### src/ec_field_pkg.sv
// ==================================================
// Field element width, prime modulus and fold value
// ==================================================
package ec_field_pkg;

  // Every coordinate and every intermediate value is one field element
  localparam int FE_W = 16;

  // Largest prime below 2^16
  localparam logic [FE_W-1:0] FE_P = 16'd65521;

  // 2^16 mod P
  // A product hi*2^16 + lo reduces to hi*15 + lo
  localparam logic [FE_W-1:0] FE_FOLD = 16'd15;

endpackage

### src/ec_padd_pkg.sv
// ==================================================
// Point-add schedule tags, masks and FSM codes
// ==================================================
package ec_padd_pkg;

  localparam int TAG_W = 5;   // Tag travels with each field operation
  localparam int N_EQ  = 24;  // Steps in the schedule

  // Screen for infinity, inverse and equal points on acceptance
  localparam bit CHK_INPUT = 1'b1;

  // Step index, also the temp register that receives the result
  localparam logic [TAG_W-1:0]
    EQ_Z2SQ   = 5'd0,   // Z2^2
    EQ_U1     = 5'd1,   // X1*Z2^2
    EQ_Z1SQ   = 5'd2,   // Z1^2
    EQ_U2     = 5'd3,   // X2*Z1^2
    EQ_Z2CU   = 5'd4,   // Z2^3
    EQ_S1     = 5'd5,   // Y1*Z2^3
    EQ_Z1CU   = 5'd6,   // Z1^3
    EQ_S2     = 5'd7,   // Y2*Z1^3
    EQ_H      = 5'd8,   // U2 - U1
    EQ_R      = 5'd9,   // S2 - S1
    EQ_R2     = 5'd10,  // R^2
    EQ_H2     = 5'd11,  // H^2
    EQ_H3     = 5'd12,  // H^3
    EQ_X3A    = 5'd13,  // R^2 - H^3
    EQ_U1H2   = 5'd14,  // U1*H^2
    EQ_U1H2X2 = 5'd15,  // 2*U1*H^2, done as an add
    EQ_X3     = 5'd16,  // Final X
    EQ_RU     = 5'd17,  // R*U1*H^2
    EQ_RX3    = 5'd18,  // R*X3
    EQ_S1H3   = 5'd19,  // S1*H^3
    EQ_Y3A    = 5'd20,  // R*(U1*H^2 - X3)
    EQ_Y3     = 5'd21,  // Final Y
    EQ_Z12    = 5'd22,  // Z1*Z2
    EQ_Z3     = 5'd23;  // Final Z

  // Steps that run on the adder/subtractor, the rest go to the multiplier
  localparam logic [N_EQ-1:0] EQ_AS_MASK =
    (N_EQ'(1) << EQ_H) | (N_EQ'(1) << EQ_R) | (N_EQ'(1) << EQ_X3A) |
    (N_EQ'(1) << EQ_U1H2X2) | (N_EQ'(1) << EQ_X3) | (N_EQ'(1) << EQ_Y3A) |
    (N_EQ'(1) << EQ_Y3);

  // Sequencer FSM
  localparam logic [1:0]
    ST_IDLE = 2'd0,
    ST_BUSY = 2'd1,
    ST_DONE = 2'd2;

endpackage

### src/fp_mod_mul.sv
// ==================================================
// Three-stage pipelined multiplier mod P
// ==================================================
`timescale 1ns/10ps

module fp_mod_mul import ec_field_pkg::*; import ec_padd_pkg::*; (
  input  logic             i_clk,
  input  logic             i_rst,
  input  logic [FE_W-1:0]  i_a,
  input  logic [FE_W-1:0]  i_b,
  input  logic [TAG_W-1:0] i_tag,
  input  logic             i_val,
  output logic             o_rdy,
  output logic [FE_W-1:0]  o_res,
  output logic [TAG_W-1:0] o_tag,
  output logic             o_val,
  input  logic             i_rdy
);

  logic                stall;
  logic [2*FE_W-1:0]   prod_r;    // Stage 1, raw product
  logic [FE_W+4:0]     fold_r;    // Stage 2, below 2^21
  logic [TAG_W-1:0]    tag1_r;
  logic [TAG_W-1:0]    tag2_r;
  logic                v1_r;
  logic                v2_r;
  logic [2*FE_W-1:0]   fold1_c;
  logic [FE_W:0]       fold2_c;
  logic [FE_W:0]       red_c;

  // Whole pipe freezes while the output is held
  assign stall = o_val & ~i_rdy;
  assign o_rdy = ~stall;

  // hi*15 + lo, at most 983025 + 65535
  assign fold1_c = {{FE_W{1'b0}}, prod_r[2*FE_W-1:FE_W]} * {{FE_W{1'b0}}, FE_FOLD}
                 + {{FE_W{1'b0}}, prod_r[FE_W-1:0]};

  // Second fold leaves at most 66000, so one subtract of P is enough
  assign fold2_c = {{(FE_W-4){1'b0}}, fold_r[FE_W+4:FE_W]} * {1'b0, FE_FOLD}
                 + {1'b0, fold_r[FE_W-1:0]};
  assign red_c   = (fold2_c >= {1'b0, FE_P}) ? fold2_c - {1'b0, FE_P} : fold2_c;

  always_ff @(posedge i_clk) begin
    if (i_rst) begin
      v1_r  <= 1'b0;
      v2_r  <= 1'b0;
      o_val <= 1'b0;
    end else if (!stall) begin
      v1_r  <= i_val;  // o_rdy is high here, so any valid is taken
      v2_r  <= v1_r;
      o_val <= v2_r;
    end
  end

  // Payload moves with the valid bits
  always_ff @(posedge i_clk) begin
    if (!stall) begin
      prod_r <= {{FE_W{1'b0}}, i_a} * {{FE_W{1'b0}}, i_b};
      tag1_r <= i_tag;
      fold_r <= fold1_c[FE_W+4:0];
      tag2_r <= tag1_r;
      o_res  <= red_c[FE_W-1:0];
      o_tag  <= tag2_r;
    end
  end

  // Two folds and one subtract always land inside the field
  a_res_in_field : assert property (@(posedge i_clk) disable iff (i_rst)
    o_val |-> (o_res < FE_P));

endmodule

### src/fp_mod_addsub.sv
// ==================================================
// Single-cycle adder/subtractor mod P
// ==================================================
`timescale 1ns/10ps

module fp_mod_addsub import ec_field_pkg::*; import ec_padd_pkg::*; (
  input  logic             i_clk,
  input  logic             i_rst,
  input  logic [FE_W-1:0]  i_a,
  input  logic [FE_W-1:0]  i_b,
  input  logic             i_sub,  // 1 = a - b, 0 = a + b
  input  logic [TAG_W-1:0] i_tag,
  input  logic             i_val,
  output logic             o_rdy,
  output logic [FE_W-1:0]  o_res,
  output logic [TAG_W-1:0] o_tag,
  output logic             o_val,
  input  logic             i_rdy
);

  logic [FE_W:0] sum_c;
  logic [FE_W:0] add_c;
  logic [FE_W:0] dif_c;
  logic [FE_W:0] sub_c;
  logic          take;

  assign sum_c = {1'b0, i_a} + {1'b0, i_b};
  assign add_c = (sum_c >= {1'b0, FE_P}) ? sum_c - {1'b0, FE_P} : sum_c;

  // Top bit set means a < b, wrap back up by P
  assign dif_c = {1'b0, i_a} - {1'b0, i_b};
  assign sub_c = dif_c[FE_W] ? dif_c + {1'b0, FE_P} : dif_c;

  assign o_rdy = ~o_val | i_rdy;  // Empty, or draining this cycle
  assign take  = i_val & o_rdy;

  always_ff @(posedge i_clk) begin
    if (i_rst) begin
      o_val <= 1'b0;
    end else if (take) begin
      o_val <= 1'b1;
    end else if (i_rdy) begin
      o_val <= 1'b0;
    end
  end

  always_ff @(posedge i_clk) begin
    if (take) begin
      o_res <= i_sub ? sub_c[FE_W-1:0] : add_c[FE_W-1:0];
      o_tag <= i_tag;
    end
  end

  // Holds as long as both operands come from the field
  a_res_in_field : assert property (@(posedge i_clk) disable iff (i_rst)
    o_val |-> (o_res < FE_P));

endmodule

### src/ec_point_add.sv
// ==================================================
// Jacobian point-add sequencer with input screening
// and tagged issue to the multiplier and add/sub unit
// ==================================================
`timescale 1ns/10ps

module ec_point_add import ec_field_pkg::*; import ec_padd_pkg::*; (
  input  logic             i_clk,
  input  logic             i_rst,
  // Input points
  input  logic [FE_W-1:0]  i_p1_x, i_p1_y, i_p1_z,
  input  logic [FE_W-1:0]  i_p2_x, i_p2_y, i_p2_z,
  input  logic             i_val,
  output logic             o_rdy,
  // Result point
  output logic [FE_W-1:0]  o_p_x, o_p_y, o_p_z,
  output logic             o_val,
  output logic             o_err,
  input  logic             i_rdy,
  // Multiplier channel
  output logic [FE_W-1:0]  o_mul_a,
  output logic [FE_W-1:0]  o_mul_b,
  output logic [TAG_W-1:0] o_mul_tag,
  output logic             o_mul_val,
  input  logic             i_mul_rdy,
  input  logic [FE_W-1:0]  i_mul_res,
  input  logic [TAG_W-1:0] i_mul_tag,
  input  logic             i_mul_val,
  // Add/sub channel
  output logic [FE_W-1:0]  o_as_a,
  output logic [FE_W-1:0]  o_as_b,
  output logic             o_as_sub,
  output logic [TAG_W-1:0] o_as_tag,
  output logic             o_as_val,
  input  logic             i_as_rdy,
  input  logic [FE_W-1:0]  i_as_res,
  input  logic [TAG_W-1:0] i_as_tag,
  input  logic             i_as_val
);

  logic [1:0]       state;
  logic [N_EQ-1:0]  issued_r;  // Sent to a unit
  logic [N_EQ-1:0]  cmpl_r;    // Result back in t_r
  logic [FE_W-1:0]  t_r [N_EQ];
  logic [FE_W-1:0]  x1_r, y1_r, z1_r, x2_r, y2_r, z2_r;

  logic             p1_inf_c, p2_inf_c, x_eq_c, y_eq_c;
  logic             special_c, same_c, take;
  logic [N_EQ-1:0]  dep_ok, mul_cand, as_cand;
  logic [TAG_W-1:0] mul_sel, as_sel;
  logic [FE_W-1:0]  mul_a_c, mul_b_c, as_a_c, as_b_c;
  logic             as_sub_c, mul_go, as_go, all_done;

  // Screening, Z = 0 marks the point at infinity
  assign p1_inf_c  = (i_p1_z == '0);
  assign p2_inf_c  = (i_p2_z == '0);
  assign x_eq_c    = (i_p1_x == i_p2_x);
  assign y_eq_c    = (i_p1_y == i_p2_y);
  assign special_c = CHK_INPUT && (p1_inf_c || p2_inf_c || x_eq_c);
  assign same_c    = !p1_inf_c && !p2_inf_c && x_eq_c && y_eq_c;  // Needs doubling
  assign take      = i_val & o_rdy;
  assign all_done  = &cmpl_r;

  // Operands complete for each step
  always_comb begin
    dep_ok            = '0;
    dep_ok[EQ_Z2SQ]   = 1'b1;
    dep_ok[EQ_U1]     = cmpl_r[EQ_Z2SQ];
    dep_ok[EQ_Z1SQ]   = 1'b1;
    dep_ok[EQ_U2]     = cmpl_r[EQ_Z1SQ];
    dep_ok[EQ_Z2CU]   = cmpl_r[EQ_Z2SQ];
    dep_ok[EQ_S1]     = cmpl_r[EQ_Z2CU];
    dep_ok[EQ_Z1CU]   = cmpl_r[EQ_Z1SQ];
    dep_ok[EQ_S2]     = cmpl_r[EQ_Z1CU];
    dep_ok[EQ_H]      = cmpl_r[EQ_U1] & cmpl_r[EQ_U2];
    dep_ok[EQ_R]      = cmpl_r[EQ_S1] & cmpl_r[EQ_S2];
    dep_ok[EQ_R2]     = cmpl_r[EQ_R];
    dep_ok[EQ_H2]     = cmpl_r[EQ_H];
    dep_ok[EQ_H3]     = cmpl_r[EQ_H2];
    dep_ok[EQ_X3A]    = cmpl_r[EQ_R2] & cmpl_r[EQ_H3];
    dep_ok[EQ_U1H2]   = cmpl_r[EQ_H2];                      // U1 is in before H
    dep_ok[EQ_U1H2X2] = cmpl_r[EQ_U1H2];
    dep_ok[EQ_X3]     = cmpl_r[EQ_X3A] & cmpl_r[EQ_U1H2X2];
    dep_ok[EQ_RU]     = cmpl_r[EQ_R] & cmpl_r[EQ_U1H2];
    dep_ok[EQ_RX3]    = cmpl_r[EQ_X3];                      // R is in before X3
    dep_ok[EQ_S1H3]   = cmpl_r[EQ_S1] & cmpl_r[EQ_H3];
    dep_ok[EQ_Y3A]    = cmpl_r[EQ_RU] & cmpl_r[EQ_RX3];
    dep_ok[EQ_Y3]     = cmpl_r[EQ_Y3A] & cmpl_r[EQ_S1H3];
    dep_ok[EQ_Z12]    = 1'b1;
    dep_ok[EQ_Z3]     = cmpl_r[EQ_Z12] & cmpl_r[EQ_H];
  end

  assign mul_cand = dep_ok & ~issued_r & ~EQ_AS_MASK;
  assign as_cand  = dep_ok & ~issued_r & EQ_AS_MASK;

  // Lowest ready index wins on each unit
  always_comb begin
    mul_sel = '0;
    as_sel  = '0;
    for (int i = N_EQ - 1; i >= 0; i--) begin
      if (mul_cand[i]) mul_sel = TAG_W'(i);
      if (as_cand[i])  as_sel  = TAG_W'(i);
    end
  end

  // A register slot frees up when empty or taken this cycle
  assign mul_go = (state == ST_BUSY) && (|mul_cand) && (!o_mul_val || i_mul_rdy);
  assign as_go  = (state == ST_BUSY) && (|as_cand) && (!o_as_val || i_as_rdy);

  // Multiplier operands
  always_comb begin
    case (mul_sel)
      EQ_Z2SQ: begin mul_a_c = z2_r;         mul_b_c = z2_r;          end
      EQ_U1:   begin mul_a_c = x1_r;         mul_b_c = t_r[EQ_Z2SQ];  end
      EQ_Z1SQ: begin mul_a_c = z1_r;         mul_b_c = z1_r;          end
      EQ_U2:   begin mul_a_c = x2_r;         mul_b_c = t_r[EQ_Z1SQ];  end
      EQ_Z2CU: begin mul_a_c = t_r[EQ_Z2SQ]; mul_b_c = z2_r;          end
      EQ_S1:   begin mul_a_c = y1_r;         mul_b_c = t_r[EQ_Z2CU];  end
      EQ_Z1CU: begin mul_a_c = t_r[EQ_Z1SQ]; mul_b_c = z1_r;          end
      EQ_S2:   begin mul_a_c = y2_r;         mul_b_c = t_r[EQ_Z1CU];  end
      EQ_R2:   begin mul_a_c = t_r[EQ_R];    mul_b_c = t_r[EQ_R];     end
      EQ_H2:   begin mul_a_c = t_r[EQ_H];    mul_b_c = t_r[EQ_H];     end
      EQ_H3:   begin mul_a_c = t_r[EQ_H2];   mul_b_c = t_r[EQ_H];     end
      EQ_U1H2: begin mul_a_c = t_r[EQ_U1];   mul_b_c = t_r[EQ_H2];    end
      EQ_RU:   begin mul_a_c = t_r[EQ_R];    mul_b_c = t_r[EQ_U1H2];  end
      EQ_RX3:  begin mul_a_c = t_r[EQ_R];    mul_b_c = t_r[EQ_X3];    end
      EQ_S1H3: begin mul_a_c = t_r[EQ_S1];   mul_b_c = t_r[EQ_H3];    end
      EQ_Z12:  begin mul_a_c = z1_r;         mul_b_c = z2_r;          end
      EQ_Z3:   begin mul_a_c = t_r[EQ_Z12];  mul_b_c = t_r[EQ_H];     end
      default: begin mul_a_c = '0;           mul_b_c = '0;            end
    endcase
  end

  // Add/sub operands, only the doubling is an add
  always_comb begin
    as_sub_c = 1'b1;
    case (as_sel)
      EQ_H:      begin as_a_c = t_r[EQ_U2];    as_b_c = t_r[EQ_U1];      end
      EQ_R:      begin as_a_c = t_r[EQ_S2];    as_b_c = t_r[EQ_S1];      end
      EQ_X3A:    begin as_a_c = t_r[EQ_R2];    as_b_c = t_r[EQ_H3];      end
      EQ_U1H2X2: begin as_a_c = t_r[EQ_U1H2];  as_b_c = t_r[EQ_U1H2];  as_sub_c = 1'b0; end
      EQ_X3:     begin as_a_c = t_r[EQ_X3A];   as_b_c = t_r[EQ_U1H2X2];  end
      EQ_Y3A:    begin as_a_c = t_r[EQ_RU];    as_b_c = t_r[EQ_RX3];     end
      EQ_Y3:     begin as_a_c = t_r[EQ_Y3A];   as_b_c = t_r[EQ_S1H3];    end
      default:   begin as_a_c = '0;            as_b_c = '0;              end
    endcase
  end

  always_ff @(posedge i_clk) begin
    if (i_rst) begin
      state     <= ST_IDLE;
      o_rdy     <= 1'b0;
      o_val     <= 1'b0;
      o_err     <= 1'b0;
      o_mul_val <= 1'b0;
      o_as_val  <= 1'b0;
      issued_r  <= '0;
      cmpl_r    <= '0;
    end else begin
      if (mul_go) o_mul_val <= 1'b1;
      else if (i_mul_rdy) o_mul_val <= 1'b0;
      if (as_go) o_as_val <= 1'b1;
      else if (i_as_rdy) o_as_val <= 1'b0;

      case (state)
        ST_IDLE: begin
          o_rdy <= !take;
          if (take) begin
            issued_r <= '0;
            cmpl_r   <= '0;
            if (special_c) begin
              state <= ST_DONE;  // Answer known from the screen
              o_val <= 1'b1;
              o_err <= same_c;
            end else begin
              state <= ST_BUSY;
            end
          end
        end
        ST_BUSY: begin
          if (mul_go) issued_r[mul_sel] <= 1'b1;
          if (as_go)  issued_r[as_sel]  <= 1'b1;
          if (i_mul_val) cmpl_r[i_mul_tag] <= 1'b1;
          if (i_as_val)  cmpl_r[i_as_tag]  <= 1'b1;
          if (all_done) begin
            state <= ST_DONE;
            o_val <= 1'b1;
          end
        end
        ST_DONE: begin
          if (i_rdy) begin
            state <= ST_IDLE;
            o_val <= 1'b0;
            o_err <= 1'b0;
            o_rdy <= 1'b1;
          end
        end
        default: state <= ST_IDLE;
      endcase
    end
  end

  // Operand latch, temps, requests and result point
  always_ff @(posedge i_clk) begin
    if (take) begin
      x1_r <= i_p1_x;
      y1_r <= i_p1_y;
      z1_r <= i_p1_z;
      x2_r <= i_p2_x;
      y2_r <= i_p2_y;
      z2_r <= i_p2_z;
      if (p1_inf_c) begin
        o_p_x <= i_p2_x;
        o_p_y <= i_p2_y;
        o_p_z <= i_p2_z;
      end else if (p2_inf_c) begin
        o_p_x <= i_p1_x;
        o_p_y <= i_p1_y;
        o_p_z <= i_p1_z;
      end else begin
        o_p_x <= '0;  // Inverse points sum to infinity
        o_p_y <= '0;
        o_p_z <= '0;
      end
    end
    if (state == ST_BUSY) begin
      if (i_mul_val) t_r[i_mul_tag] <= i_mul_res;
      if (i_as_val)  t_r[i_as_tag]  <= i_as_res;
      if (all_done) begin
        o_p_x <= t_r[EQ_X3];
        o_p_y <= t_r[EQ_Y3];
        o_p_z <= t_r[EQ_Z3];
      end
    end
    if (mul_go) begin
      o_mul_a   <= mul_a_c;
      o_mul_b   <= mul_b_c;
      o_mul_tag <= mul_sel;
    end
    if (as_go) begin
      o_as_a   <= as_a_c;
      o_as_b   <= as_b_c;
      o_as_sub <= as_sub_c;
      o_as_tag <= as_sel;
    end
  end

  // Result held under back-pressure
  a_out_hold : assert property (@(posedge i_clk) disable iff (i_rst)
    o_val && !i_rdy |=> o_val && $stable(o_p_x) && $stable(o_p_y) && $stable(o_p_z)
                        && $stable(o_err));

  // Each tag comes back from a unit once, and only after it went out
  a_mul_tag_once : assert property (@(posedge i_clk) disable iff (i_rst)
    i_mul_val |-> issued_r[i_mul_tag] && !cmpl_r[i_mul_tag]);
  a_as_tag_once : assert property (@(posedge i_clk) disable iff (i_rst)
    i_as_val |-> issued_r[i_as_tag] && !cmpl_r[i_as_tag]);

endmodule

### src/ec_point_add_top.sv
// ==================================================
// Point adder with its multiplier and add/sub unit
// ==================================================
`timescale 1ns/10ps

module ec_point_add_top import ec_field_pkg::*; import ec_padd_pkg::*; (
  input  logic            i_clk,
  input  logic            i_rst,
  input  logic [FE_W-1:0] i_p1_x, i_p1_y, i_p1_z,
  input  logic [FE_W-1:0] i_p2_x, i_p2_y, i_p2_z,
  input  logic            i_val,
  output logic            o_rdy,
  output logic [FE_W-1:0] o_p_x, o_p_y, o_p_z,
  output logic            o_val,
  output logic            o_err,
  input  logic            i_rdy
);

  // Multiplier request and response
  logic [FE_W-1:0]  mul_a, mul_b, mul_res;
  logic [TAG_W-1:0] mul_tag, mul_res_tag;
  logic             mul_val, mul_rdy, mul_res_val;

  // Add/sub request and response
  logic [FE_W-1:0]  as_a, as_b, as_res;
  logic [TAG_W-1:0] as_tag, as_res_tag;
  logic             as_sub, as_val, as_rdy, as_res_val;

  ec_point_add u_seq (
    .i_clk, .i_rst,
    .i_p1_x, .i_p1_y, .i_p1_z, .i_p2_x, .i_p2_y, .i_p2_z,
    .i_val, .o_rdy,
    .o_p_x, .o_p_y, .o_p_z, .o_val, .o_err, .i_rdy,
    .o_mul_a (mul_a),  .o_mul_b (mul_b),  .o_mul_tag (mul_tag),
    .o_mul_val (mul_val), .i_mul_rdy (mul_rdy),
    .i_mul_res (mul_res), .i_mul_tag (mul_res_tag), .i_mul_val (mul_res_val),
    .o_as_a (as_a), .o_as_b (as_b), .o_as_sub (as_sub), .o_as_tag (as_tag),
    .o_as_val (as_val), .i_as_rdy (as_rdy),
    .i_as_res (as_res), .i_as_tag (as_res_tag), .i_as_val (as_res_val)
  );

  // Sequencer always sinks responses, so both units see ready tied high
  fp_mod_mul u_mul (
    .i_clk, .i_rst,
    .i_a (mul_a), .i_b (mul_b), .i_tag (mul_tag), .i_val (mul_val), .o_rdy (mul_rdy),
    .o_res (mul_res), .o_tag (mul_res_tag), .o_val (mul_res_val), .i_rdy (1'b1)
  );

  fp_mod_addsub u_addsub (
    .i_clk, .i_rst,
    .i_a (as_a), .i_b (as_b), .i_sub (as_sub), .i_tag (as_tag), .i_val (as_val),
    .o_rdy (as_rdy),
    .o_res (as_res), .o_tag (as_res_tag), .o_val (as_res_val), .i_rdy (1'b1)
  );

endmodule

### config.mk
export PLATFORM = sky130hd
export DESIGN_NAME = ec_point_add_top
export DESIGN_NICKNAME = d
export VERILOG_FILES = /design/src/ec_field_pkg.sv /design/src/ec_padd_pkg.sv /design/src/fp_mod_mul.sv /design/src/fp_mod_addsub.sv /design/src/ec_point_add.sv /design/src/ec_point_add_top.sv
export SDC_FILE = /design/constraint.sdc
export NUM_CORES = 2
export LEC_CHECK = 0
export BUFFER_PORTS_ARGS = -buffer_cell sky130_fd_sc_hd__buf_2
export CAP_MARGIN = 20
export CORE_MARGIN = 2
export CORE_UTILIZATION = 64
export DETAILED_ROUTE_END_ITERATION = 6
export GPL_TIMING_DRIVEN = 1
export PLACE_DENSITY_LB_ADDON = 0.3
export SETUP_SLACK_MARGIN = 0.4
export SLEW_MARGIN = 25
export SYNTH_ARGS = -nofsm -noshare
export SYNTH_HDL_FRONTEND = slang
export SYNTH_HIERARCHICAL = 1
export SYNTH_SLANG_ARGS = --single-unit
### constraint.sdc
create_clock -name i_clk -period 8 [get_ports i_clk]
set_clock_uncertainty 0.15 [all_clocks]
set_input_delay 0.4 -clock i_clk [delete_from_list [all_inputs] [get_ports i_clk]]
set_output_delay 0.4 -clock i_clk [all_outputs]
set_load 0.05 [all_outputs]
==> flow_summary.json <==
{
  "tns_ns": 0,
  "max_cap_viol_count": 0,
  "cp-end-kind": "flip-flop",
  "grt_max_degree": 88,
  "placementRows": 101,
  "finalSetupViolCount": 0,
  "grt-ovfl-total": 0,
  "hp-class": "in2reg",
  "ir_worst_vdd_mv": 0.880,
  "nFillCells": 5278,
  "synth.avg_cell_area_sq_um": 11.6,
  "yosysWarningCount": 6,
  "die_x_microns": 281,
  "crit_path_start_kind": "flip-flop",
  "postCtsSetupBuffers": 0,
  "netlist_area_sq_um": 49200,
  "crit_fanout": 16,
  "io_pins": 151,
  "synth_ff_type": "edfxtp_1",
  "stdcell_area_sq_um": 54800,
  "power_density_nw_per_um2": 423,
  "dr.first_iter.drc_count": 5791,
  "worstMarginPinSlew_ns": 1.12,
  "ys_seq_area_share_pct": 44.6,
  "reg2reg_slack_ns": 0.81,
  "h-tree-depth": 3,
  "wire_per_inst_microns": 28.8,
  "syn-instance-count": 4260,
  "rsz0062_at_grt": "false",
  "slew-limit-headroom_pct": 25.1,
  "violations": "design-rule violations",
  "crit_required_ns": 8.34,
  "antenna_left": 0,
  "yosys.cell_types.count": 115,
  "cts_root_buf": "clkbuf_16",
  "crit_arrival_ns": 7.54,
  "track_usage_pct": 40.0,
  "syn2layout_area_growth_pct": 11.4,
  "drt_first_pass_iters": 7,
  "cts.sinks": 767,
  "instances_no_fill": 5511,
  "nets": 4950,
  "setup_slack_ns": 0.807,
  "hpwlAfterDp_microns": 110000,
  "post-place-ws_ns": 0.744,
  "clkSlewWorstSetupHoldPaths_ns": 0.07,
  "gp_congestion": 1.01,
  "status": "finished with violations",
  "ctsLongestPathBuffers": 3,
  "crit_type": "reg2reg",
  "synth_edf_count": 660,
  "fmax_ghz": 0.139,
  "dpl-instance-area_sq_um": 51100,
  "power_leakage_uw": 0.0213,
  "fin_crit_sh_pct": 89.9,
  "antenna_found_initial": 15,
  "timing.rr.end": "u_mul/prod_r[29]",
  "async_reset_ff_share_pct": 0,
  "r2r-start": "u_seq/o_mul_b[4]",
  "slew_violations": 0,
  "start_util_pct": 64.7,
  "core_sq_um": 76100,
  "fp.dieH_microns": 281,
  "dieArea_sq_um": 79200,
  "fin_crit_ns": 7.19,
  "port_buffers": 150,
  "vias": 37700,
  "drive_gt1_share_pct": 19.7,
  "grt_pass1_vias": 37000,
  "r2r_cells": 21,
  "hold_viol": 0,
  "clk-insertion-delay-late_ns": 0.68,
  "endpoint": "u_mul/prod_r[29]",
  "drc": 72,
  "grt_pass1_wl_microns": 233000,
  "cts_buffers": 81,
  "cts_tree": "built",
  "wirelength_microns": 159000,
  "ys_ff_latch": 767,
  "crit_start": "u_seq/o_mul_b[4]",
  "via_per_inst": 6.84,
  "dp_cells": 5255
}
## cell type report
cell class | count | area, sq um | share of cell area (%)
timing repair buffer | 331 | 2410 | 4.39
tap | 1030 | 1290 | 2.35
clock inverter | 35 | 424 | 0.773
multi-input combinational | 2888 | 25200 | 45.9
antenna | 6 | 15.0 | 0.0274
clock buffer | 114 | 2300 | 4.19
inverter | 340 | 1280 | 2.33
sequential | 767 | 22000 | 40.0
## kinds of logic after synthesis
kind of cell | Yosys count | share of synthesized area (%)
adder cells (fa/ha/maj) | 441 | 15.1
buffers and inverters | 606 | 4.76
other | 1 | 0.00762
AND/OR/NAND/NOR | 1035 | 10.6
flip-flops | 767 | 44.6
XOR/XNOR | 120 | 2.13
multiplexers | 438 | 9.95
AO/OA/AOI/OAI | 852 | 12.9
## worst min-delay path by stage
| stage | startpoint | endpoint | slack [ns] | depth (start not counted) |
|---|---|---|---|---|
| global route | i_rst | u_seq/issued_r[19] | 0.21 | 2 |
| finish | i_rst | u_seq/issued_r[4] | 0.22 | 2 |
| global placement | u_seq/o_as_tag[1] | u_addsub/o_tag[1] | 0.25 | 0 |
| floorplan | u_seq/o_as_tag[0] | u_addsub/o_tag[0] | 0.25 | 0 |
| CTS | i_rst | u_seq/issued_r[19] | 0.19 | 2 |
| detailed placement | u_mul/tag1_r[1] | u_mul/tag2_r[1] | 0.26 | 0 |
## critical path, cell delays in order (launching register included)
cell and delay (ns):
edfxtp_1 0.63, and2_1 0.31, fa_1 0.54, inv_1 0.05, fa_1 0.47, fa_1 0.51, inv_1 0.05, fa_1 0.50
fa_1 0.49, inv_1 0.05, fa_1 0.48, inv_1 0.04, ha_1 0.33, a21o_1 0.18, a21oi_1 0.26, nor2_1 0.07
a221oi_1 0.53, o211ai_1 0.19, a31o_2 0.32, a31oi_1 0.34, or4b_1 0.49, o211ai_1 0.11
## cells in the final DEF (no fill, tap or decap), types with 145 or more instances in the layout
cell,instances
ha_1,189
mux2_2,412
edfxtp_1,660
o21ai_0,154
and2_1,145
inv_1,337
nor2_1,162
nand2_1,355
buf_2,150
fa_1,252
## layer usage
layer / wire length (microns) / global-route usage [%] / part of all wire, %
met5: 159 / 0.794 / 0.10
met4: 11300 / 23.8 / 7.1
met3: 18100 / 10.0 / 11
met2: 72500 / 62.2 / 46
met1: 56600 / 51.0 / 36
## state kept, by name, summed over array words and instances (netlist names), 16 cells and up
signal          count
u_seq/z1_r         16
u_seq/o_mul_a      16
u_seq/y2_r         16
u_seq/o_p_z        16
u_seq/x1_r         16
u_seq/y1_r         16
u_seq/o_mul_b      16
u_seq/x2_r         16
u_addsub/o_res     16
u_mul/o_res        16
u_seq/issued_r     24
u_seq/o_as_a       16
u_seq/z2_r         16
u_mul/fold_r       21
u_mul/prod_r       32
u_seq/t_r         384
u_seq/cmpl_r       24
u_seq/o_p_x        16
u_seq/o_as_b       16
u_seq/o_p_y        16
## cell usage after synthesis (11+ instances only)
cell type	count	share of area, %
fa_1	252	10
a21o_1	32	0.49
o22ai_1	16	0.20
nor4_1	23	0.29
a221oi_1	23	0.41
nor2_1	166	1.3
o21ai_0	167	1.7
mux2_2	412	9.4
a32oi_1	14	0.25
a211oi_1	22	0.34
nand3_1	80	0.81
or3_1	13	0.17
a2bb2oi_1	11	0.20
nand4_1	42	0.53
dfxtp_1	107	4.4
and3_1	25	0.32
a21oi_1	120	1.2
o31ai_1	18	0.27
mux2i_1	26	0.53
xor2_1	44	0.78
edfxtp_1	660	40
buf_2	31	0.32
a221o_1	45	0.91
a22o_1	55	0.98
inv_1	337	2.6
nor2b_1	27	0.34
nand2b_1	25	0.32
nand2_1	360	2.7
a222oi_1	58	1.2
xnor2_1	76	1.4
o21bai_1	14	0.21
clkbuf_1	223	1.7
and2_1	147	1.9
a2111oi_0	11	0.20
a22oi_1	115	1.8
a31oi_1	12	0.15
ha_1	189	4.8
or2_2	13	0.17
nor3_1	39	0.40
## where the power goes
part	internal (uW)	switching (uW)
registers	5570	551
clock network	2190	1670
logic	5690	7530
## per-stage QoR
step	power (uW)	hold WS (ns)	util, %
3_3_place_gp	18900	0.250	67.0
4_1_cts	23200	0.189	72.0
6_report	23200	0.216	72.1
2_1_floorplan	15600	0.250	-
3_5_place_dp	19100	0.255	67.1
5_1_grt	24900	0.209	72.1
## what timing repair did
item | CTS | global route
hold buffers | 97 | 0
endpoints found under the hold margin | 97 | 0
resized for setup | 0 | 0
No activity file was read; power rests on OpenSTA's default activity.
